`config.mk`:
```
export PLATFORM = sky130hd
export DESIGN_NAME = reg_file
export DESIGN_NICKNAME = d
export VERILOG_FILES = /design/src/source/cpu_pkg.sv /design/src/source/reg_file.sv
export SDC_FILE = /design/constraint.sdc
export NUM_CORES = 2
export LEC_CHECK = 0
export BUFFER_PORTS_ARGS = -buffer_cell sky130_fd_sc_hd__buf_2
export CORE_ASPECT_RATIO = 0.5
export CORE_MARGIN = 2
export CORE_UTILIZATION = 50
export DETAILED_ROUTE_END_ITERATION = 6
export PLACE_DENSITY = 0.68
export SYNTH_ARGS = -nofsm -noshare
export SYNTH_HDL_FRONTEND = slang
export SYNTH_SLANG_ARGS = --single-unit
```
`constraint.sdc`:
```
create_clock -name clk -period 2.12 [get_ports clk]
set_clock_uncertainty 0.1 [all_clocks]
set_input_delay 0.212 -clock clk [delete_from_list [all_inputs] [get_ports clk]]
set_output_delay 0.212 -clock clk [all_outputs]
set_load 0.05 [all_outputs]
```
`src/source/cpu_pkg.sv`:
```
package cpu_pkg;

    // ==============================
    // Widths
    // ==============================
    localparam int DATA_W = 32;
    localparam int ADDR_W = 32;
    localparam int REG_AW = 5;

    // Instruction field positions
    localparam int OPCODE_HI = 31;
    localparam int OPCODE_LO = 26;
    localparam int RS_HI     = 25;
    localparam int RS_LO     = 21;
    localparam int RT_HI     = 20;
    localparam int RT_LO     = 16;
    localparam int RD_HI     = 15;
    localparam int RD_LO     = 11;
    localparam int FUNCT_HI  = 5;
    localparam int FUNCT_LO  = 0;
    localparam int IMM_HI    = 15;
    localparam int IMM_LO    = 0;
    localparam int TARGET_HI = 25;
    localparam int TARGET_LO = 0;

    // ==============================
    // Opcode and funct codes
    // ==============================
    localparam logic [5:0] OP_RTYPE = 6'h00;
    localparam logic [5:0] OP_ADDI  = 6'h08;
    localparam logic [5:0] OP_LW    = 6'h23;
    localparam logic [5:0] OP_SW    = 6'h2b;
    localparam logic [5:0] OP_BEQ   = 6'h04;
    localparam logic [5:0] OP_J     = 6'h02;

    localparam logic [5:0] FN_ADD = 6'h20;
    localparam logic [5:0] FN_SUB = 6'h22;
    localparam logic [5:0] FN_AND = 6'h24;
    localparam logic [5:0] FN_OR  = 6'h25;
    localparam logic [5:0] FN_SLT = 6'h2a;

    typedef enum logic [2:0] {
        ALU_ADD,
        ALU_SUB,
        ALU_AND,
        ALU_OR,
        ALU_SLT
    } alu_op_e;

endpackage

```
`src/source/reg_file.sv`:
```
module reg_file (
    input  logic                       clk,
    input  logic                       rst_n,
    input  logic [cpu_pkg::REG_AW-1:0] raddr1,
    input  logic [cpu_pkg::REG_AW-1:0] raddr2,
    input  logic                       wb_en,
    input  logic [cpu_pkg::REG_AW-1:0] wb_addr,
    input  logic [cpu_pkg::DATA_W-1:0] wb_data,
    output logic [cpu_pkg::DATA_W-1:0] rdata1,
    output logic [cpu_pkg::DATA_W-1:0] rdata2
);

    logic [cpu_pkg::DATA_W-1:0] regs [32];

    // Register 0 is never written
    always_ff @(posedge clk or negedge rst_n) begin
        if (!rst_n) begin
            for (int i = 0; i < 32; i++) begin
                regs[i] <= '0;
            end
        end else if (wb_en && wb_addr != '0) begin
            regs[wb_addr] <= wb_data;
        end
    end

    // Same-cycle write passes through to the read
    function automatic logic [cpu_pkg::DATA_W-1:0] read_port(
        input logic [cpu_pkg::REG_AW-1:0] ra
    );
        if (ra == '0) begin
            return '0;
        end
        if (wb_en && wb_addr == ra) begin
            return wb_data;
        end
        return regs[ra];
    endfunction

    assign rdata1 = read_port(raddr1);
    assign rdata2 = read_port(raddr2);

endmodule

```
==> flow_summary.toml <==
[outcome]
status = "finished, violations left"
violations = "negative setup slack"

[sta]
fin_crit_sh_pct = 140
setup_ws_ns = -0.848
fmax_mhz = 337
finalCriticalPeriod_ns = 2.97
timing.slew.headroom_pct = 35.4
rsz0062_at_grt = "yes"
hold_viol = 0
timing_max_transition_violations_final = 0
tightest_slew_ns = 0.968
setup_viol = 64

[hold_path]
hold_path_class = "primary input to flop"

[yosys]
yosysWarningCount = 0
avgSynthCellArea_um2 = 14.3
synth_area_um2 = 56000
synthCells = 3920
ys_ff_latch = 1024
synthFlopType = "dfrtp_1"
ys_types = 63
synth_edf_count = 0
async_flop_share_pct = 100
seq_area_frac_synth_pct = 45.8
synth_nets = 3970

[drt]
totalWireLength_um = 204000
drcViolationCount = 0
first_iter_violations = 5031
wl_per_cell_um = 33.7
viasPerCell = 6.82
dr_total_vias = 41300
ant_nets = 0
drt_pass1_iterations = 5

[die]
core_um2 = 111000
start_util_pct = 50.6
die_area_um2 = 115000
io_pins = 114
num_rows = 86
die_h_um = 241
fp.dieW_um = 477

[cells_and_area]
top_regs = "regs: 1024 flops"
final_layout_size_suffix_gt1_share_pct = 62.6
final_area_um2 = 70300
final_common_cell = "mux2_2"
fillers = 7912
syn2layout_area_growth_pct = 25.6
mostFrequentLayoutCells = "mux2_2, dfrtp_1, buf_4, mux4_2, mux2i_1"
largest_register_ffs = 1024
largest-register = "regs"
final_util_pct = 63.6
final_nets = 4533

[setup_path]
critical_path_required_ns = 1.81
path_buf_inv = 2
crit_type = "flop to output port"
critPathCaptureType = "output port"
crit_path_max_fanout = 2
cp-start-kind = "flop"
crit_family = "multiplexers"
worstPathArrival_ns = 2.66
cp_slowest_stage_delay_ns = 0.48
crit_chain = "mux4_2 -> mux2i_1 -> a2111oi_2 -> a2111oi_4 -> buf_4 -> nor3_4 -> buf_6"
crit_slowest_cell = "mux4_2"

[grt]
grt_max_degree = 95
grt_pass1_wl_um = 297000
antenna_found_initial = 9
grt_overflow = 0
grt_util_all_layers_pct = 35.6
grt_pass1_vias = 41800

[power_and_ir_drop]
p_total_uw = 60900
p_per_area_nw_per_um2 = 867
irDropWorstVdd_v = 0.000600
p_leak_uw = 0.0309

[clocking]
cts_tree = "done"
cts_buffers = 97
insertion_delay_ns = 0.72
clockRootBuffer = "clkbuf_16"
htreeDepth = 3
clock-sinks = 1024
clk_pin_slew_worst_paths_ns = 0.07
cts_buffer_depth = 3

[placement]
gp_congestion = 0.934
port_buffers = 113
placed_cell_area_um2 = 64900
dpl.hpwl_um = 136000

[run]
cap_violations = 0
path summary, 6_finish.rpt:
path	to	start	slack (ns)	cells after the start
max in group asynchronous	regs[390]$_DFFE_PN0P_	rst_n	1.06	4
min in group asynchronous	regs[105]$_DFFE_PN0P_	rst_n	0.25	3
setup / recovery	rdata1[5]	regs[357]$_DFFE_PN0P_	-0.85	7
setup reg to reg	regs[444]$_DFFE_PN0P_	regs[444]$_DFFE_PN0P_	0.87	4
hold reg to reg	regs[998]$_DFFE_PN0P_	regs[998]$_DFFE_PN0P_	0.30	0
hold / removal	regs[184]$_DFFE_PN0P_	wb_data[24]	0.05	2
routing by layer:
layer	GRT usage, %	wire (µm)
met3	9.57	23700
met1	50.2	81800
met5	0	46
met2	52.2	88700
met4	15.1	9840
worst reg2reg max path: stages, from the launching register on:
cell and delay [ns]:
dfrtp_1 0.40, buf_6 0.12, buf_4 0.12, buf_4 0.12, mux2_2 0.27
final cells by class:
| type | instances | area [µm²] | area share [%] |
|---|---|---|---|
| Antenna cell | 4 | 10.0 | 0.0142 |
| Clock buffer | 144 | 2890 | 4.10 |
| Clock inverter | 36 | 412 | 0.585 |
| Inverter | 10 | 37.5 | 0.0534 |
| Multi-Input combinational cell | 2451 | 30100 | 42.9 |
| Sequential cell | 1024 | 25600 | 36.4 |
| Tap cell | 1496 | 1870 | 2.66 |
| Timing Repair Buffer | 899 | 9340 | 13.3 |
Yosys cell counts, types with 3 or more instances:
master	instances	area share [%]
a211o_1	18	0.28
a2111oi_2	10	0.27
nor2_1	91	0.61
nor2b_1	15	0.17
buf_4	29	0.39
nand3b_1	5	0.067
a221oi_1	48	0.75
nand3_1	7	0.063
or3b_2	4	0.063
clkbuf_1	188	1.3
mux2_2	1105	22
o32ai_1	4	0.063
clkinv_1	3	0.020
a22oi_1	20	0.27
nor3_1	93	0.83
inv_1	6	0.040
xnor2_1	9	0.14
buf_12	12	0.43
nor3b_1	16	0.21
o211ai_1	6	0.080
o21ai_1	8	0.072
or3_1	3	0.034
mux4_2	365	15
nor4_1	24	0.27
or2_2	7	0.078
buf_8	5	0.13
dfrtp_1	1024	46
buf_2	126	1.1
o21ai_0	21	0.19
o221ai_1	3	0.047
mux2i_1	250	4.5
a211oi_1	37	0.50
a21oi_1	28	0.25
a221o_1	21	0.38
a221oi_2	7	0.19
buf_6	38	0.76
o22a_1	3	0.047
nand2_1	48	0.32
o22ai_1	107	1.2
a22o_1	10	0.16
buf_1	37	0.25
nand2b_1	19	0.21
a2111oi_0	14	0.22
where the power goes:
part | switching [µW] | internal, µW
Sequential | 2810 | 23300
Clock | 8120 | 10400
Combinational | 7060 | 9290
kinds of logic (layout without fill, tap and decap cells):
kind of cell,after synthesis,count (layout),synth area share (%)
buffers and inverters,445,1089,4.42
AO/OA/AOI/OAI,373,373,5.07
multiplexers,1721,1721,41.4
XOR/XNOR,10,10,0.156
flip-flops,1024,1024,45.8
other,0,4,0
AND/OR/NAND/NOR,347,347,3.19
metrics by stage:
step                      TNS, ns  cells  setup WS (ns)  hold slack (ns)
after floorplan             -3.82   3920         -0.373           -0.184
after global placement     -49.95   5842         -0.741            0.121
after detailed placement   -56.34   5842         -0.799            0.125
after CTS                  -42.87   6054         -0.916           0.0112
after global routing       -45.04   6064         -0.926           0.0251
final                      -41.28   6064         -0.848           0.0500
timing repair:
action	CTS	global route
resized for setup	300	72
endpoints found under the setup margin	64	64
buffers inserted	27	7
pin swaps	114	49
hold endpoints to repair	1037	0
hold buffers	22	0
Power figures use the tool's default switching activity.
