**src/source/cpu_pkg.sv**
```systemverilog
package cpu_pkg;

    // ==============================
    // Widths
    // ==============================
    localparam int DATA_W = 32;
    localparam int ADDR_W = 32;
    localparam int REG_AW = 5;

    // Instruction field positions
    localparam int OPCODE_HI = 31;
    localparam int OPCODE_LO = 26;
    localparam int RS_HI     = 25;
    localparam int RS_LO     = 21;
    localparam int RT_HI     = 20;
    localparam int RT_LO     = 16;
    localparam int RD_HI     = 15;
    localparam int RD_LO     = 11;
    localparam int FUNCT_HI  = 5;
    localparam int FUNCT_LO  = 0;
    localparam int IMM_HI    = 15;
    localparam int IMM_LO    = 0;
    localparam int TARGET_HI = 25;
    localparam int TARGET_LO = 0;

    // ==============================
    // Opcode and funct codes
    // ==============================
    localparam logic [5:0] OP_RTYPE = 6'h00;
    localparam logic [5:0] OP_ADDI  = 6'h08;
    localparam logic [5:0] OP_LW    = 6'h23;
    localparam logic [5:0] OP_SW    = 6'h2b;
    localparam logic [5:0] OP_BEQ   = 6'h04;
    localparam logic [5:0] OP_J     = 6'h02;

    localparam logic [5:0] FN_ADD = 6'h20;
    localparam logic [5:0] FN_SUB = 6'h22;
    localparam logic [5:0] FN_AND = 6'h24;
    localparam logic [5:0] FN_OR  = 6'h25;
    localparam logic [5:0] FN_SLT = 6'h2a;

    typedef enum logic [2:0] {
        ALU_ADD,
        ALU_SUB,
        ALU_AND,
        ALU_OR,
        ALU_SLT
    } alu_op_e;

endpackage

```
**src/source/fetch_stage.sv**
```systemverilog
module fetch_stage #(
    parameter int IMEM_DEPTH = 64
) (
    input  logic                          clk,
    input  logic                          rst_n,
    input  logic                          run,
    input  logic                          prog_we,
    input  logic [$clog2(IMEM_DEPTH)-1:0] prog_addr,
    input  logic [cpu_pkg::DATA_W-1:0]    prog_data,
    input  logic                          stall,
    input  logic                          redirect,
    input  logic [cpu_pkg::ADDR_W-1:0]    redirect_pc,
    output logic                          if_id_valid,
    output logic [cpu_pkg::DATA_W-1:0]    if_id_inst,
    output logic [cpu_pkg::ADDR_W-1:0]    if_id_pc4,
    output logic [cpu_pkg::ADDR_W-1:0]    pc,
    output logic [cpu_pkg::DATA_W-1:0]    inst
);

    localparam int IMEM_AW = $clog2(IMEM_DEPTH);
    localparam logic [cpu_pkg::ADDR_W-1:0] PC_STEP = 4;

    logic [cpu_pkg::DATA_W-1:0] imem [IMEM_DEPTH];
    logic [cpu_pkg::ADDR_W-1:0] pc4;

    // Program load port
    always_ff @(posedge clk) begin
        if (prog_we) begin
            imem[prog_addr] <= prog_data;
        end
    end

    assign inst = imem[pc[IMEM_AW+1:2]];
    assign pc4  = pc + PC_STEP;

    // Next PC, redirect first, then stall
    always_ff @(posedge clk or negedge rst_n) begin
        if (!rst_n) begin
            pc <= '0;
        end else if (!run) begin
            pc <= '0;
        end else if (redirect) begin
            pc <= redirect_pc;
        end else if (!stall) begin
            pc <= pc4;
        end
    end

    // ==============================
    // IF/ID register
    // ==============================
    always_ff @(posedge clk or negedge rst_n) begin
        if (!rst_n) begin
            if_id_valid <= 1'b0;
        end else if (!run || redirect) begin
            if_id_valid <= 1'b0;
        end else if (!stall) begin
            if_id_valid <= 1'b1;
        end
    end

    always_ff @(posedge clk) begin
        if (!stall) begin
            if_id_inst <= inst;
            if_id_pc4  <= pc4;
        end
    end

    // Loading only while the core is halted
    a_load_halted: assert property (@(posedge clk) disable iff (!rst_n) run |-> !prog_we)
        else $error("prog_we high while run is high");

endmodule

```
**config.mk**
```make
export PLATFORM = sky130hd
export DESIGN_NAME = fetch_stage
export DESIGN_NICKNAME = d
export VERILOG_FILES = /design/src/source/cpu_pkg.sv /design/src/source/fetch_stage.sv
export SDC_FILE = /design/constraint.sdc
export NUM_CORES = 2
export LEC_CHECK = 0
export BUFFER_PORTS_ARGS = -buffer_cell sky130_fd_sc_hd__clkbuf_2
export CORE_ASPECT_RATIO = 0.7
export CORE_UTILIZATION = 50
export DETAILED_ROUTE_END_ITERATION = 7
export GPL_TIMING_DRIVEN = 0
export PLACE_DENSITY = 0.65
export SYNTH_ARGS = -nofsm -noshare
export SYNTH_HDL_FRONTEND = slang
export SYNTH_SLANG_ARGS = --single-unit
```
**constraint.sdc**
```tcl
create_clock -name clk -period 4.4 [get_ports clk]
set_input_delay 0.22 -clock clk [delete_from_list [all_inputs] [get_ports clk]]
set_output_delay 0.22 -clock clk [all_outputs]
set_load 0.03 [all_outputs]
```
==> flow_summary.yaml <==
outcome:
  status: "complete, but fails checks"
  violations: "negative hold slack"
clocking:
  postCtsSetupBuffers: 0
  cts-root-buf: "clkbuf_16"
  cts_buffers: 195
  clk_pin_slew_ns: 0.06
  tritoncts: "built"
  insertion_delay_ns: 0.83
  cts_buffer_depth: 3
  htreeDepth: 4
  clock-sinks: 2145
worst_hold_path:
  hold_end: "imem[41][1]$_DFFE_PP_"
  hold_depth: 1
  hp-start: "prog_data[1]"
  min_path_type: "primary input to flip-flop"
placed_design:
  port_buffers: 198
  place_hpwl_mm: 147
  place_inst: 6102
  place.gp.congestion: 0.909
final_layout:
  nNetsFinal: 4244
  multi_input_area_mm2: 0.0181
  register_area_mm2: 0.0642
  syn_to_final_growth_pct: 16.8
  final_cells: 6543
  fillers: 11469
  drive_above_1_share_pct: 33.2
yosys:
  syn-cell-area_mm2: 0.0824
  ys_ff_latch: 2145
  synthFlopType: "edfxtp_1"
  synth.avg_cell_area_um2: 22.8
  synthDistinctLibCells: 53
  synthCells: 3620
  synth_warnings: 0
  synth_seq_area_share_pct: 78.0
  syn_nets: 3697
  synth_edf_count: 2112
  async_reset_ff_share_pct: 1.54
critical_path:
  start_kind: "flip-flop"
  cp.arrival_ns: 4.18
  end_kind: "output pin"
  cp.required_ns: 4.18
  worstRegToRegCells: 8
  timing.rr.end: "pc[26]$_DFFE_PN0P_"
  crit_type: "flip-flop to output pin"
  cp_max_fo: 10
  rr_startpoint: "pc[2]$_DFFE_PN0P_"
  reg2reg_slack_ns: 0.84
floorplanning:
  die_x_um: 487
  num_io_pins: 205
  rows: 124
  core_area_mm2: 0.163
  start_util_pct: 50.4
  die_area_mm2: 0.166
  die_h_um: 342
detailed_routing:
  routed_wl_mm: 226
  vias: 41352
  drtIter0Drc: 6281
  routed_via_density: 6.32
  ant_nets: 0
  wl_per_cell_um: 34.5
  drtPass1Iterations: 7
  drc: 0
timing:
  hold_slack_ns: -0.00359
  fmax_ghz: 0.228
  fin_crit_ns: 4.40
  finalHoldViolations: 4
  period_share_pct: 99.9
  slew_headroom_pct: 9.09
  setup_violations: 0
  skew_ns: 0.0249
  drv_slew: 0
  rsz0062_at_grt: "yes"
  tightest_slew_ns: 1.36
grt:
  grt_max_degree: 65
  grt_pass1_wl_mm: 311
  overflow: 0
  groute.usage.overall_pct: 27.3
  grt_antenna_before_repair: 16
  grt_pass1_vias: 39722
job:
  max-cap-violations: 0
pwr:
  ir_drop_mv: 0.380
  power_density_mw_per_mm2: 445
  leakage_nw: 29.9
-- routing by layer --
metal,share of wire [%],vias up,GRT usage [%],wire (µm)
met2,41,2555,36.2,93000
met4,3.0,0,8.53,6880
li1,-,16440,-,-
met3,15,325,9.79,32900
met1,41,22032,42.1,92700
met5,0,-,0,0
-- flip-flops by register name, summed over array words and instances (netlist names) --
name         cells
if_id_pc4       32
if_id_valid      1
pc              32
if_id_inst      32
imem          2048
-- final cells by class --
type	instances	area share, %
diodes	4	0.0104
plain buffers	211	1.41
clock buffers	236	5.32
clock inverters	128	1.01
inverters	7	0.0299
multi-input cells	1256	18.8
flip-flops and latches	2145	66.8
well taps	2205	2.87
repair buffers	351	3.73
-- Yosys cell counts, drive strengths merged (7+ instances only) --
| cell type | instances | area share [%] |
|---|---|---|
| mux2i | 84 | 1.0 |
| nor2b | 9 | 0.068 |
| nor2 | 84 | 0.38 |
| mux4 | 570 | 16 |
| nor3 | 13 | 0.079 |
| buf | 85 | 0.49 |
| clkbuf | 127 | 0.58 |
| o21ai | 28 | 0.17 |
| nand4 | 11 | 0.091 |
| nand2b | 13 | 0.099 |
| nand2 | 150 | 0.68 |
| and2 | 11 | 0.084 |
| dfrtp | 33 | 1.0 |
| o2111ai | 30 | 0.32 |
| edfxtp | 2112 | 77 |
| mux2 | 29 | 0.40 |
| a21oi | 40 | 0.24 |
| nand3 | 44 | 0.27 |
| xor2 | 23 | 0.24 |
| o211a | 7 | 0.085 |
| o221ai | 29 | 0.31 |
| nor4 | 11 | 0.084 |
| xnor2 | 29 | 0.31 |
-- through the flow --
step                util (%)  TNS, ns  total power, mW  worst slack (ns)  instance area (µm²)
finish                  58.9        0             42.8           0.00445                96200
global placement        52.7  -262.87             26.4             -1.88                86100
floorplan                  -        0             24.9              1.02                82400
global route            58.9  -0.0547             43.8           -0.0454                96200
detailed placement      54.1   -34.38             26.5            -0.985                88400
CTS                     58.7        0             42.9            0.0112                95800
-- where the power goes --
part	internal, mW	switching [mW]
clock	8.94	7.53
combinational	1.23	2.35
sequential	22.7	0.0729
-- worst max-delay path by stage --
stage	startpoint	cells past startpoint	slack, ns	to
global placement	pc[3]$_DFFE_PN0P_	10	-1.88	inst[30]
floorplan	prog_addr[3]	4	1.02	imem[48][0]$_DFFE_PP_
detailed placement	pc[3]$_DFFE_PN0P_	10	-0.98	inst[30]
CTS	pc[3]$_DFFE_PN0P_	10	0.01	inst[19]
global route	pc[4]$_DFFE_PN0P_	10	-0.05	inst[18]
finish	pc[2]$_DFFE_PN0P_	10	0.004	inst[26]
-- critical path: stages, from the launching register on --
cell,delay (ns)
dfrtp_1,0.40
buf_4,0.23
buf_6,0.26
buf_6,0.27
buf_6,0.29
mux4_2,0.53
mux2i_1,0.44
a221oi_1,0.17
o21ai_0,0.21
nand2_1,0.25
clkbuf_2,0.25
-- logic make-up after synthesis --
group / share of synthesized area, %
xor+xnor: 0.553
fa+ha+maj: 0.0152
buf+inv: 1.10
compound gates: 1.29
mux: 17.0
flops: 78.0
simple gates: 2.04
-- cell usage in the layout, fill, tap and decap left out, types with 13 or more instances in the layout --
| master | Yosys | routed |
|---|---|---|
| clkbuf_1 | 126 | 89 |
| clkbuf_16 | 0 | 199 |
| nand2_1 | 150 | 142 |
| dfrtp_1 | 33 | 32 |
| nor2_1 | 84 | 22 |
| mux2i_1 | 84 | 62 |
| xor2_1 | 23 | 23 |
| buf_16 | 0 | 29 |
| edfxtp_1 | 2112 | 2112 |
| buf_4 | 2 | 46 |
| clkinvlp_4 | 0 | 14 |
| buf_12 | 0 | 49 |
| a21oi_1 | 40 | 39 |
| mux2_2 | 29 | 29 |
| nand2b_1 | 13 | 13 |
| buf_2 | 47 | 26 |
| mux4_2 | 570 | 570 |
| xnor2_1 | 29 | 29 |
| clkbuf_4 | 0 | 53 |
| o2111ai_1 | 30 | 22 |
| clkinv_1 | 1 | 54 |
| buf_6 | 2 | 27 |
| dlygate4sd3_1 | 0 | 67 |
| o21ai_0 | 28 | 27 |
| clkinv_2 | 0 | 35 |
| nor2_4 | 0 | 62 |
| mux2i_2 | 0 | 15 |
| nand3_1 | 44 | 44 |
| clkbuf_2 | 1 | 200 |
-- what timing repair did --
action | 4_1_cts | 5_1_grt
hold buffers | 60 | 7
hold endpoints to repair | 306 | 93
pin swaps | 1 | 0
gates resized for setup | 333 | 52
setup endpoints to repair | 64 | 25
Power figures use the tool's default switching activity.
