==> src/source/cpu_pkg.sv <==
package cpu_pkg;

    // ==============================
    // Widths
    // ==============================
    localparam int DATA_W = 32;
    localparam int ADDR_W = 32;
    localparam int REG_AW = 5;

    // Instruction field positions
    localparam int OPCODE_HI = 31;
    localparam int OPCODE_LO = 26;
    localparam int RS_HI     = 25;
    localparam int RS_LO     = 21;
    localparam int RT_HI     = 20;
    localparam int RT_LO     = 16;
    localparam int RD_HI     = 15;
    localparam int RD_LO     = 11;
    localparam int FUNCT_HI  = 5;
    localparam int FUNCT_LO  = 0;
    localparam int IMM_HI    = 15;
    localparam int IMM_LO    = 0;
    localparam int TARGET_HI = 25;
    localparam int TARGET_LO = 0;

    // ==============================
    // Opcode and funct codes
    // ==============================
    localparam logic [5:0] OP_RTYPE = 6'h00;
    localparam logic [5:0] OP_ADDI  = 6'h08;
    localparam logic [5:0] OP_LW    = 6'h23;
    localparam logic [5:0] OP_SW    = 6'h2b;
    localparam logic [5:0] OP_BEQ   = 6'h04;
    localparam logic [5:0] OP_J     = 6'h02;

    localparam logic [5:0] FN_ADD = 6'h20;
    localparam logic [5:0] FN_SUB = 6'h22;
    localparam logic [5:0] FN_AND = 6'h24;
    localparam logic [5:0] FN_OR  = 6'h25;
    localparam logic [5:0] FN_SLT = 6'h2a;

    typedef enum logic [2:0] {
        ALU_ADD,
        ALU_SUB,
        ALU_AND,
        ALU_OR,
        ALU_SLT
    } alu_op_e;

endpackage

==> src/source/memory_stage.sv <==
module memory_stage #(
    parameter int DMEM_DEPTH = 64
) (
    input  logic                       clk,
    input  logic                       rst_n,
    input  logic                       ex_mem_valid,
    input  logic                       ex_mem_reg_write,
    input  logic                       ex_mem_mem_read,
    input  logic                       ex_mem_mem_write,
    input  logic [cpu_pkg::REG_AW-1:0] ex_mem_dest,
    input  logic [cpu_pkg::DATA_W-1:0] ex_mem_result,
    input  logic [cpu_pkg::DATA_W-1:0] ex_mem_store_data,
    output logic                       mem_fwd_en,
    output logic [cpu_pkg::REG_AW-1:0] mem_fwd_addr,
    output logic [cpu_pkg::DATA_W-1:0] mem_fwd_data,
    output logic                       wb_en,
    output logic [cpu_pkg::REG_AW-1:0] wb_addr,
    output logic [cpu_pkg::DATA_W-1:0] wb_data
);

    localparam int DMEM_AW = $clog2(DMEM_DEPTH);

    logic [cpu_pkg::DATA_W-1:0] dmem [DMEM_DEPTH];
    logic [DMEM_AW-1:0]         word_idx;

    assign word_idx = ex_mem_result[DMEM_AW+1:2];

    // Data memory, word access only
    always_ff @(posedge clk or negedge rst_n) begin
        if (!rst_n) begin
            for (int i = 0; i < DMEM_DEPTH; i++) begin
                dmem[i] <= '0;
            end
        end else if (ex_mem_valid && ex_mem_mem_write) begin
            dmem[word_idx] <= ex_mem_store_data;
        end
    end

    // A load result is not ready here, so it is not forwarded
    assign mem_fwd_en   = ex_mem_valid && ex_mem_reg_write && !ex_mem_mem_read;
    assign mem_fwd_addr = ex_mem_dest;
    assign mem_fwd_data = ex_mem_result;

    // ==============================
    // MEM/WB register
    // ==============================
    always_ff @(posedge clk or negedge rst_n) begin
        if (!rst_n) begin
            wb_en <= 1'b0;
        end else begin
            wb_en <= ex_mem_valid && ex_mem_reg_write && ex_mem_dest != '0;
        end
    end

    always_ff @(posedge clk) begin
        wb_addr <= ex_mem_dest;
        wb_data <= ex_mem_mem_read ? dmem[word_idx] : ex_mem_result;
    end

    a_dmem_range: assert property (@(posedge clk) disable iff (!rst_n)
        ex_mem_valid && (ex_mem_mem_read || ex_mem_mem_write)
            |-> (ex_mem_result >> 2) < DMEM_DEPTH)
        else $error("data access out of range: %h", ex_mem_result);

endmodule

==> config.mk <==
export PLATFORM = sky130hd
export DESIGN_NAME = memory_stage
export DESIGN_NICKNAME = d
export VERILOG_FILES = /design/src/source/cpu_pkg.sv /design/src/source/memory_stage.sv
export SDC_FILE = /design/constraint.sdc
export NUM_CORES = 2
export LEC_CHECK = 0
export BUFFER_PORTS_ARGS = -buffer_cell sky130_fd_sc_hd__buf_2
export CAP_MARGIN = 0
export CORE_AREA = 3 3 491 493
export DETAILED_ROUTE_END_ITERATION = 10
export DIE_AREA = 0 0 494 496
export HOLD_SLACK_MARGIN = 0.03
export SLEW_MARGIN = 20
export SYNTH_ARGS = -nofsm -noshare
export SYNTH_HDL_FRONTEND = slang
export SYNTH_SLANG_ARGS = --single-unit
==> constraint.sdc <==
create_clock -name clk -period 2.1 [get_ports clk]
set_clock_uncertainty 0.05 [all_clocks]
set_input_delay 0.21 -clock clk [delete_from_list [all_inputs] [get_ports clk]]
set_output_delay 0.21 -clock clk [all_outputs]
set_load 0.02 [all_outputs]
==> run summary <==
The largest buffer count on any clock path is 3. The total clock sinks is 2086. The core footprint came out at 237000 µm².

Once detail routing completed, the nets flagged for antenna violations numbered 0. The top-area cell type share of the netlist area is 54.1%. The die footprint came out at 245000 µm². The number of antenna violations at the first check in global routing is 14. The synthesized design contains 2086 register bits. The post-synthesis adder-cell area fraction is 0%. The arrival time reported for the critical path endpoint is 2.80 ns. The final period utilization came out at 99.2%. The largest delay contributor family on the critical path is compound AO/OA/AOI/OAI gates.

The max-slew violation count came out at 0. The worst-margin pin slew came out at 1.16 ns. The total half-perimeter wirelength after legalization and detailed placement came out at 237 mm. The commonest cells after synthesis are sky130_fd_sc_hd__mux2_2 (2154), sky130_fd_sc_hd__dfrtp_1 (2049), sky130_fd_sc_hd__buf_2 (308), sky130_fd_sc_hd__clkbuf_1 (284), sky130_fd_sc_hd__a221oi_1 (235). The worst hold-check slack is 0.0333 ns. The worst setup path is launched from a register.

The total setup violations reported at the end of the flow came out at 0. The DRC violation count after routing came out at 0. The synthesized design contains 0 enable-type register cells. Of all nets on the critical path, the largest fanout is 2.

The fraction of final layout cells sized beyond drive strength 1 came out at 51.3%. The instance count of the mapped netlist came out at 6661. The buffering stage count on the worst path with inverters included is 0.

The number of distinct standard cells referenced by the synthesized netlist is 71. After clock tree synthesis, the clock-pin slew on the worst setup and hold paths is 0.06 ns. The category of the worst setup path capture point is a register. The flow ran to the end, and the final reports show no timing, DRC or antenna violations. The time the worst path needs with I/O delays and setup came out at 2.08 ns.

The via count of the first global-routing pass is 66.2k. In this run the tightest slew margin relative to its limit is 22.5%. The static leakage came out at 53.6 nW. In this run the power density over the cells is 833 nW/µm². The flip-flop cell with the highest count after synthesis is sky130_fd_sc_hd__dfrtp_1.

The cell type with the largest total area after synthesis is sky130_fd_sc_hd__dfrtp_1. The via density per instance is 6.12. At the placement stage, the worst setup path has a slack of -0.616 ns. The H-tree was split into 4 levels.

The CTS buffer count is 217. TritonCTS built the clock tree. CTS placed an instance of sky130_fd_sc_hd__clkbuf_16 at the clock tree root. The pin count of the biggest net entering global routing is 121. The vias after detailed routing is 64.7k.

The multiplexer fraction of the synthesized cell area came out at 32.6%. The final routed wire length divided by cell count came out at 33.9 µm. The final weighted congestion in routability-driven placement came out at 0.881. The total detailed-routing wirelength came out at 358 mm.

The fraction of the mapped netlist area in compound gates came out at 6.97%. Measured along the x axis, the die boundary spans 494 µm. The final hold violation count came to 0. The maximum single-stage delay on the critical path is 0.57 ns. VDD sags by at most 0.733 mV. The critical path goes through mux2i_2, o22ai_1, o21ai_1, o311ai_1, or4_4, o32a_1.

The worst path required time came out at 2.81 ns. Among all stages on the critical path, the largest delay is contributed by sky130_fd_sc_hd__or4_4. At the end of the flow, the number of nets in the layout was 7291.

The critical path is of the register to register type. By area, the combinational part of the netlist is dominated by multiplexers. The synthesized netlist occupies a cell area of 94800 µm². The overall global routing resource usage is 28.9%. The count of input and output buffers is 150. The number of nets in the synthesized netlist is 6736. The worst-case setup margin in the final layout came out at 0.0168 ns.

Global routing finished with a remaining overflow of 0. The first-pass iteration count of the detailed router came out at 6. The most common cell in the synthesized netlist is sky130_fd_sc_hd__mux2_2.

The first global-routing pass estimated 509 mm of wire. The total number of yosys warnings came out at 0. The synthesized area divided by synthesized cell count is 14.2 µm². The worst min-delay path class is input port to asynchronous set/reset pin.

The initial core utilization came out at 39.9%. The area growth from synthesis to layout came out at 21.2%. The synthesized-area fraction occupied by and/or/nand/nor cells is 1.65%. For this block, the initial DRC count from the detailed router was 6410. The share of the Yosys chip area taken by registers is 54.8%. The maximum achievable frequency came out at 0.480 GHz. The max capacitance violation total came out at 0. The fraction of synthesized cell area in xor and xnor cells is 0%.

Measured along the y axis, the die boundary spans 496 µm. The fraction of registers with async set/reset came out at 98.2%. After synthesis, the cell types taking the most area are sky130_fd_sc_hd__dfrtp_1 (54%), sky130_fd_sc_hd__mux2_2 (26%), sky130_fd_sc_hd__mux4_2 (4.0%). The row count is 179. Setup repair after global routing could not meet its margin everywhere. The number of placed I/O pins is 151.

For the worst-skew pair, the clock arrives at the later sink with an insertion delay of 0.88 ns.
==> area by class of cell <==
cell class	count	area, µm²
Clock buffer	335	6540
Sequential cell	2086	52000
Inverter	5	31.3
Antenna cell	7	17.5
Clock inverter	63	666
Multi-Input combinational cell	3826	39800
Fill cell	20562	122000
Timing Repair Buffer	1080	11900
Tap cell	3167	3960
==> routing by layer <==
metal / vias up / GRT usage [%] / share of wire, % / routed length (µm)
li1: 25887 / - / - / -
met1: 35005 / 39.6 / 42 / 149000
met2: 2975 / 44.9 / 45 / 162000
met3: 816 / 5.66 / 8.0 / 28600
met4: 6 / 12.6 / 5.1 / 18100
met5: - / 0 / 0.0092 / 33
==> sequential cells by signal (all words and copies together) (netlist names) <==
register and count:
dmem 2048, wb_data 32, wb_addr 5, wb_en 1
==> kinds of logic after synthesis <==
group,Yosys count
mux,2599
simple gates,361
flops,2086
buf+inv,749
compound gates,866
==> cells in the final DEF, fill, tap and decap left out, types with 109 or more instances in the layout <==
master                         n
sky130_fd_sc_hd__a22oi_1     132
sky130_fd_sc_hd__clkbuf_16   221
sky130_fd_sc_hd__dfrtp_1    2049
sky130_fd_sc_hd__mux2_2     2153
sky130_fd_sc_hd__mux4_2      169
sky130_fd_sc_hd__a221oi_1    232
sky130_fd_sc_hd__buf_2       145
sky130_fd_sc_hd__buf_4       538
sky130_fd_sc_hd__buf_12      311
sky130_fd_sc_hd__mux2i_1     175
sky130_fd_sc_hd__nor2_1      109
sky130_fd_sc_hd__nand2_1     112
==> worst min-delay path, cell delays in order <==
cell                            delay, ns
sky130_fd_sc_hd__dlygate4sd3_1       0.58
sky130_fd_sc_hd__buf_12              0.23
sky130_fd_sc_hd__buf_12              0.24
==> final timing paths <==
check	slack, ns	from	depth (start not counted)	to
setup / recovery	0.02	dmem[1647]$_DFFE_PN0P_	6	wb_data[15]$_DFF_P_
hold / removal	0.03	rst_n	3	dmem[530]$_DFFE_PN0P_
setup reg to reg	0.02	dmem[1647]$_DFFE_PN0P_	6	wb_data[15]$_DFF_P_
hold reg to reg	0.43	dmem[100]$_DFFE_PN0P_	1	dmem[100]$_DFFE_PN0P_
max in group asynchronous	0.30	rst_n	4	dmem[480]$_DFFE_PN0P_
min in group clk	0.10	ex_mem_result[7]	5	wb_data[16]$_DFF_P_
==> where the power goes <==
group	leakage, nW	switching, W	internal [W]	total, W
Clock	3.58	0.0168	0.0224	0.0392
Sequential	28.2	0.00171	0.0435	0.0452
Combinational	21.8	0.00579	0.00550	0.0113
==> timing repair <==
action | CTS | global route
resized for setup | 7 | 19
setup buffers | 0 | 3
pin swaps | 0 | 12
setup endpoints to repair | 5 | 88
hold buffers | 84 | 0
endpoints found under the hold margin | 2999 | 0
==> stage by stage <==
step	setup TNS, ns	total power [W]	std cells	cell area [µm²]	util, %
global placement	-440.42	0.0565	10078	107000	45.0
CTS	0	0.0961	10560	115000	48.4
detailed placement	-473.43	0.0569	10078	107000	45.0
global route	-0.129	0.0989	10566	115000	48.4
floorplan	-3.67	0.0517	6661	94900	-
finish	0	0.0957	10569	115000	48.4
(Power assumes the default switching activity.)
