$ cat config.mk
export PLATFORM = sky130hd
export DESIGN_NAME = execute_stage
export DESIGN_NICKNAME = d
export VERILOG_FILES = /design/src/source/cpu_pkg.sv /design/src/source/execute_stage.sv
export SDC_FILE = /design/constraint.sdc
export NUM_CORES = 1
export LEC_CHECK = 0
export BUFFER_PORTS_ARGS = -buffer_cell sky130_fd_sc_hd__buf_4
export CAP_MARGIN = 20
export CELL_PAD_IN_SITES_DETAIL_PLACEMENT = 0
export CELL_PAD_IN_SITES_GLOBAL_PLACEMENT = 1
export CORE_AREA = 2 2 173 175
export CTS_BUF_LIST = sky130_fd_sc_hd__clkbuf_2 sky130_fd_sc_hd__clkbuf_4 sky130_fd_sc_hd__clkbuf_8
export CTS_CLUSTER_DIAMETER = 30
export DETAILED_ROUTE_END_ITERATION = 10
export DIE_AREA = 0 0 175 177
export PLACE_DENSITY = 0.87
export SYNTH_ARGS = -nofsm -noshare
export SYNTH_HDL_FRONTEND = slang
export SYNTH_SLANG_ARGS = --single-unit
$ cat constraint.sdc
create_clock -name clk -period 4.2 [get_ports clk]
set_input_delay 0.63 -clock clk [delete_from_list [all_inputs] [get_ports clk]]
set_output_delay 0.63 -clock clk [all_outputs]
set_load 0.01 [all_outputs]
$ cat src/source/cpu_pkg.sv
package cpu_pkg;

    // ==============================
    // Widths
    // ==============================
    localparam int DATA_W = 32;
    localparam int ADDR_W = 32;
    localparam int REG_AW = 5;

    // Instruction field positions
    localparam int OPCODE_HI = 31;
    localparam int OPCODE_LO = 26;
    localparam int RS_HI     = 25;
    localparam int RS_LO     = 21;
    localparam int RT_HI     = 20;
    localparam int RT_LO     = 16;
    localparam int RD_HI     = 15;
    localparam int RD_LO     = 11;
    localparam int FUNCT_HI  = 5;
    localparam int FUNCT_LO  = 0;
    localparam int IMM_HI    = 15;
    localparam int IMM_LO    = 0;
    localparam int TARGET_HI = 25;
    localparam int TARGET_LO = 0;

    // ==============================
    // Opcode and funct codes
    // ==============================
    localparam logic [5:0] OP_RTYPE = 6'h00;
    localparam logic [5:0] OP_ADDI  = 6'h08;
    localparam logic [5:0] OP_LW    = 6'h23;
    localparam logic [5:0] OP_SW    = 6'h2b;
    localparam logic [5:0] OP_BEQ   = 6'h04;
    localparam logic [5:0] OP_J     = 6'h02;

    localparam logic [5:0] FN_ADD = 6'h20;
    localparam logic [5:0] FN_SUB = 6'h22;
    localparam logic [5:0] FN_AND = 6'h24;
    localparam logic [5:0] FN_OR  = 6'h25;
    localparam logic [5:0] FN_SLT = 6'h2a;

    typedef enum logic [2:0] {
        ALU_ADD,
        ALU_SUB,
        ALU_AND,
        ALU_OR,
        ALU_SLT
    } alu_op_e;

endpackage

$ cat src/source/execute_stage.sv
module execute_stage (
    input  logic                       clk,
    input  logic                       rst_n,
    input  logic                       id_ex_valid,
    input  cpu_pkg::alu_op_e           id_ex_alu_op,
    input  logic                       id_ex_alu_src,
    input  logic                       id_ex_reg_write,
    input  logic                       id_ex_mem_read,
    input  logic                       id_ex_mem_write,
    input  logic                       id_ex_branch,
    input  logic                       id_ex_jump,
    input  logic [cpu_pkg::REG_AW-1:0] id_ex_rs,
    input  logic [cpu_pkg::REG_AW-1:0] id_ex_rt,
    input  logic [cpu_pkg::REG_AW-1:0] id_ex_dest,
    input  logic [cpu_pkg::DATA_W-1:0] id_ex_a,
    input  logic [cpu_pkg::DATA_W-1:0] id_ex_b,
    input  logic [cpu_pkg::DATA_W-1:0] id_ex_imm,
    input  logic [cpu_pkg::ADDR_W-1:0] id_ex_pc4,
    input  logic [cpu_pkg::ADDR_W-1:0] id_ex_jump_pc,
    input  logic                       mem_fwd_en,
    input  logic [cpu_pkg::REG_AW-1:0] mem_fwd_addr,
    input  logic [cpu_pkg::DATA_W-1:0] mem_fwd_data,
    input  logic                       wb_en,
    input  logic [cpu_pkg::REG_AW-1:0] wb_addr,
    input  logic [cpu_pkg::DATA_W-1:0] wb_data,
    output logic                       redirect,
    output logic [cpu_pkg::ADDR_W-1:0] redirect_pc,
    output logic                       ex_mem_valid,
    output logic                       ex_mem_reg_write,
    output logic                       ex_mem_mem_read,
    output logic                       ex_mem_mem_write,
    output logic [cpu_pkg::REG_AW-1:0] ex_mem_dest,
    output logic [cpu_pkg::DATA_W-1:0] ex_mem_result,
    output logic [cpu_pkg::DATA_W-1:0] ex_mem_store_data
);

    logic [cpu_pkg::DATA_W-1:0] op_a, fwd_b, op_b, result;

    // EX/MEM wins over MEM/WB and register 0 is never forwarded
    function automatic logic [cpu_pkg::DATA_W-1:0] forward(
        input logic [cpu_pkg::REG_AW-1:0] src,
        input logic [cpu_pkg::DATA_W-1:0] reg_val
    );
        if (src == '0) begin
            return reg_val;
        end
        if (mem_fwd_en && mem_fwd_addr == src) begin
            return mem_fwd_data;
        end
        if (wb_en && wb_addr == src) begin
            return wb_data;
        end
        return reg_val;
    endfunction

    assign op_a  = forward(id_ex_rs, id_ex_a);
    assign fwd_b = forward(id_ex_rt, id_ex_b);
    assign op_b  = id_ex_alu_src ? id_ex_imm : fwd_b;

    // ==============================
    // ALU
    // ==============================
    always_comb begin
        case (id_ex_alu_op)
            cpu_pkg::ALU_SUB: result = op_a - op_b;
            cpu_pkg::ALU_AND: result = op_a & op_b;
            cpu_pkg::ALU_OR:  result = op_a | op_b;
            cpu_pkg::ALU_SLT: result = {31'b0, $signed(op_a) < $signed(op_b)};
            default:          result = op_a + op_b;
        endcase
    end

    // beq and j resolve here
    assign redirect    = id_ex_valid && (id_ex_jump || (id_ex_branch && op_a == fwd_b));
    assign redirect_pc = id_ex_jump ? id_ex_jump_pc : id_ex_pc4 + {id_ex_imm[29:0], 2'b00};

    // ==============================
    // EX/MEM register
    // ==============================
    always_ff @(posedge clk or negedge rst_n) begin
        if (!rst_n) begin
            ex_mem_valid     <= 1'b0;
            ex_mem_reg_write <= 1'b0;
            ex_mem_mem_read  <= 1'b0;
            ex_mem_mem_write <= 1'b0;
        end else begin
            ex_mem_valid     <= id_ex_valid;
            ex_mem_reg_write <= id_ex_reg_write;
            ex_mem_mem_read  <= id_ex_mem_read;
            ex_mem_mem_write <= id_ex_mem_write;
        end
    end

    always_ff @(posedge clk) begin
        ex_mem_dest       <= id_ex_dest;
        ex_mem_result     <= result;
        ex_mem_store_data <= fwd_b;
    end

    // Both younger instructions are gone after a redirect
    a_redirect_flush: assert property (@(posedge clk) disable iff (!rst_n)
        redirect |=> !id_ex_valid ##1 !id_ex_valid)
        else $error("instruction behind a redirect was not flushed");

endmodule

==> metrics.md <==
| Metric | Value |
|---|---|
| Final WS setup | -0.241 ns |
| Power share of the combinational group | 64.7% |
| Min cycle time layout | 4.44 ns |
| Max incr delay on CP | 0.58 ns |
| Int Pwr | 2.67 mW |
| # DRC | 0 |
| Vias per inst | 5.57 |
| CP max stage cell | or4_4 |
| Ratio of cells with drive above 1 in the final layout | 48.8% |
| Synth area leaders | ha_1 16%, dfxtp_1 14%, nand2_1 4.8%, o21ai_0 4.6%, a21oi_1 4.4% |
| GR Util All Layers | 31.9% |
| Synth warn | 0 |
| Dominant cell type by area after synthesis | ha_1 |
| Synth unique cells | between 70 and 80 |
| Post-synthesis mux area share | between 4 and 5% |
| CTS HTree Levels | 3 |
| Synth Area in Simple Gates | 17.4% |
| WP depth | 20 |
| DR vias | 13400 |
| Startpoint types | input port |
| Post-Place Cells | 2351 |
| CTS tree | built |
| CTS Buf Count | 9 |
| Reg area | 1480 um^2 |
| Synth Cell Area | roughly 10000 um^2 |
| Port Buf Inserts | 368 |
| GP Congestion | 1.00 |
| # nets final | approximately 2400 |
| Final instance area | about 17000 um^2 |
| Synth Register Bits | 73 |
| Top cells by count, synth | 127 x nand2_1, 125 x ha_1, 110 x inv_1 |
| IR Drop Worst-Case VDD | 0.000180 V |
| Leakage | 8.29 nW |
| Most common cell in the netlist | nand2_1 |
| Fill count | 2568 |
| Post-DP Area | roughly 16000 um^2 |
| Critical path's top delay family | compound AO/OA/AOI/OAI gates |
| Max Slew Vio Count | 0 |
| Yosys top cell area share | 15.6% |
| Post-DP HPWL | roughly 43000 um |
| Buf/Inv on CP | 5 |
| Height of the die | 177 um |
| Setup crit end | ex_mem_result[25] |
| Iter 0 DRT Violations | 1283 |
| Synth Area in Adders | 16.2% |
| Starting Density | 34.3% |
| Clk pwr share | between 10% and 20% |
| Crit Path Category | in2reg |
| Xor/xnor cell area share of the yosys netlist | 6.82% |
| Final setup viols | 14 |
| Ordered list of cells on the worst path | buf_8, or4_4, nor2_4, nor3_4, buf_6, and2_0, a221o_1, mux2_4, ha_4, nor2_2, a211oi_2, a31oi_2, a211o_1, a21oi_4, buf_6, o311ai_4, buf_4, buf_4, o221a_2, o221ai_1 |
| Status | complete, but fails checks |
| Final Hold Vio Count | 0 |
| FMAX | 225 MHz |
| FFs w/ async S/R, synth | 5.48% |
| Multi-input gate area | 9110 um^2 |
| Switching Share | 40.8% |
| Max_cap viols | 0 |
| Sequential-to-total area share from yosys stat | ~15% |
| Area delta synth->final | 73.4% |
| Grt total ovfl | 0 |
| RSZ-0062 raised after global routing | true |
| Root Driver | clkbuf_8 |
| Largest family of logic cells by synthesized area | compound AO/OA/AOI/OAI gates |
| Hold crit path type | in2async |
| WL/cell | 21.5 um |
| CP arrival | 4.74 ns |
| Worst Setup SP | id_ex_rt[4] |
| Die span in x | ~180 um |
| Non-Filler Instances | ~2400 |
| Worst Tran Pin Value | 1.17 ns |
| Core area | 29200 um^2 |
| Max FO, Critical Path | 6 |
| Final WL | 51900 um |
| Vias in the first global route | 12900 |
| Synth Area per Inst | 7.43 um^2 |
| Routed Antenna Nets | 0 |
| Synth Area in Compound Gates | ~33% |
| P_sw | 1.84 mW |
| Dpl ws | -0.749 ns |
| Synthesized instance count | 1349 |
| Ys flop type | dfxtp_1 |
| Worst Setup End Kind | flip-flop |
| CTS sink cnt | 73 |
| Clk pin slew, worst setup/hold paths | 0.09 ns |
| I/O pin cnt | 369 |
| Post-Syn Nets | 1740 |
| Row cnt | 63 |
| Die Area | 31000 um^2 |
| PwrDens | about 260 nW/um^2 |
| First-pass GRT wire length | 75600 um |
| Failing checks | setup timing |
| Worst endpoint required time | 4.49 ns |
| Relative slew margins | 22.2% |
| Final period util | 106% |
| Flop pwr share | 18.8% |
| Largest net degree at the start of global routing | 59 |
| Deepest clock path buffer count | 2 |
| Initial antenna violation count | 2 |
| Number of synthesized flops with an enable pin | 0 |
| Pre-Repair DR Iteration Count | 6 |
## power by group through the flow
| stage | sequential, mW | clock [mW] | combinational (mW) |
|---|---|---|---|
| 2_1_floorplan | 0.907 | 0 | 1.21 |
| 3_3_place_gp | 0.864 | 0 | 2.52 |
| 3_5_place_dp | 0.863 | 0 | 2.54 |
| 4_1_cts | 0.849 | 0.758 | 2.67 |
| 5_1_grt | 0.856 | 0.787 | 3.11 |
| 6_report | 0.847 | 0.748 | 2.92 |
## logic make-up after synthesis
logic type | Yosys count
AO/OA/AOI/OAI | 481
XOR/XNOR | 78
adder cells (fa/ha/maj) | 128
buffers and inverters | 182
flip-flops | 73
multiplexers | 39
AND/OR/NAND/NOR | 368
## metal layers
layer	routed length (um)	track usage [%]
met2	24500	54.2
met5	0	0
met3	4260	5.24
met1	21400	40.9
met4	1850	11.4
## worst min-delay path by stage
stage	startpoint	end	slack, ns	cells past startpoint
floorplan	rst_n	ex_mem_mem_read	0.33	0
detailed placement	rst_n	ex_mem_mem_read	0.43	1
finish	rst_n	ex_mem_mem_read	0.02	1
CTS	rst_n	ex_mem_mem_read	0.005	1
global placement	rst_n	ex_mem_mem_read	0.43	1
global route	rst_n	ex_mem_valid	0.006	1
## cell type report
cell class	count	share of cell area [%]
clock inverter	6	0.663
inverter	111	2.40
timing repair buffer	728	32.3
clock buffer	10	0.792
multi-input combinational	1094	52.4
antenna	1	0.0144
sequential	73	8.53
tap	390	2.81
## through the flow
| stage | hold WS, ns | utilization, % | power [mW] | setup TNS, ns |
|---|---|---|---|---|
| floorplan | 0.334 | - | 2.12 | -1.54 |
| global placement | 0.426 | 53.7 | 3.38 | -12.46 |
| detailed placement | 0.429 | 53.7 | 3.40 | -14.72 |
| CTS | 0.00462 | 56.4 | 4.27 | -0.794 |
| global route | 0.00596 | 59.4 | 4.75 | -4.07 |
| finish | 0.0216 | 59.4 | 4.51 | -1.93 |
## sequential cells by signal (all words and copies together) (netlist names)
register / cells
ex_mem_valid: 1
ex_mem_dest: 5
ex_mem_store_data: 32
ex_mem_mem_read: 1
ex_mem_reg_write: 1
ex_mem_result: 32
ex_mem_mem_write: 1
## placed cells by master (no fill, tap or decap), drive strengths merged, types with 13 or more instances in the layout
| cell | count |
|---|---|
| buf | 728 |
| nand2 | 127 |
| ha | 125 |
| inv | 110 |
| o21ai | 98 |
| nor2 | 96 |
| a21oi | 91 |
| dfxtp | 69 |
| xnor2 | 47 |
| nor3 | 41 |
| mux2 | 39 |
| a22oi | 36 |
| xor2 | 31 |
| a21o | 26 |
| a31oi | 26 |
| a221oi | 25 |
| o21a | 18 |
| nand4 | 17 |
| and2 | 17 |
| o22ai | 16 |
| o221ai | 16 |
| nand2b | 15 |
| o21bai | 14 |
| a211oi | 14 |
| o2bb2ai | 13 |
## what timing repair did
item                                    in CTS  in global routing
endpoints found under the setup margin      23                 28
hold buffers                                 0                  0
pin swaps                                   54                 87
buffers inserted                            15                 31
resized for setup                           87                128
No activity file was read; power rests on OpenSTA's default activity.
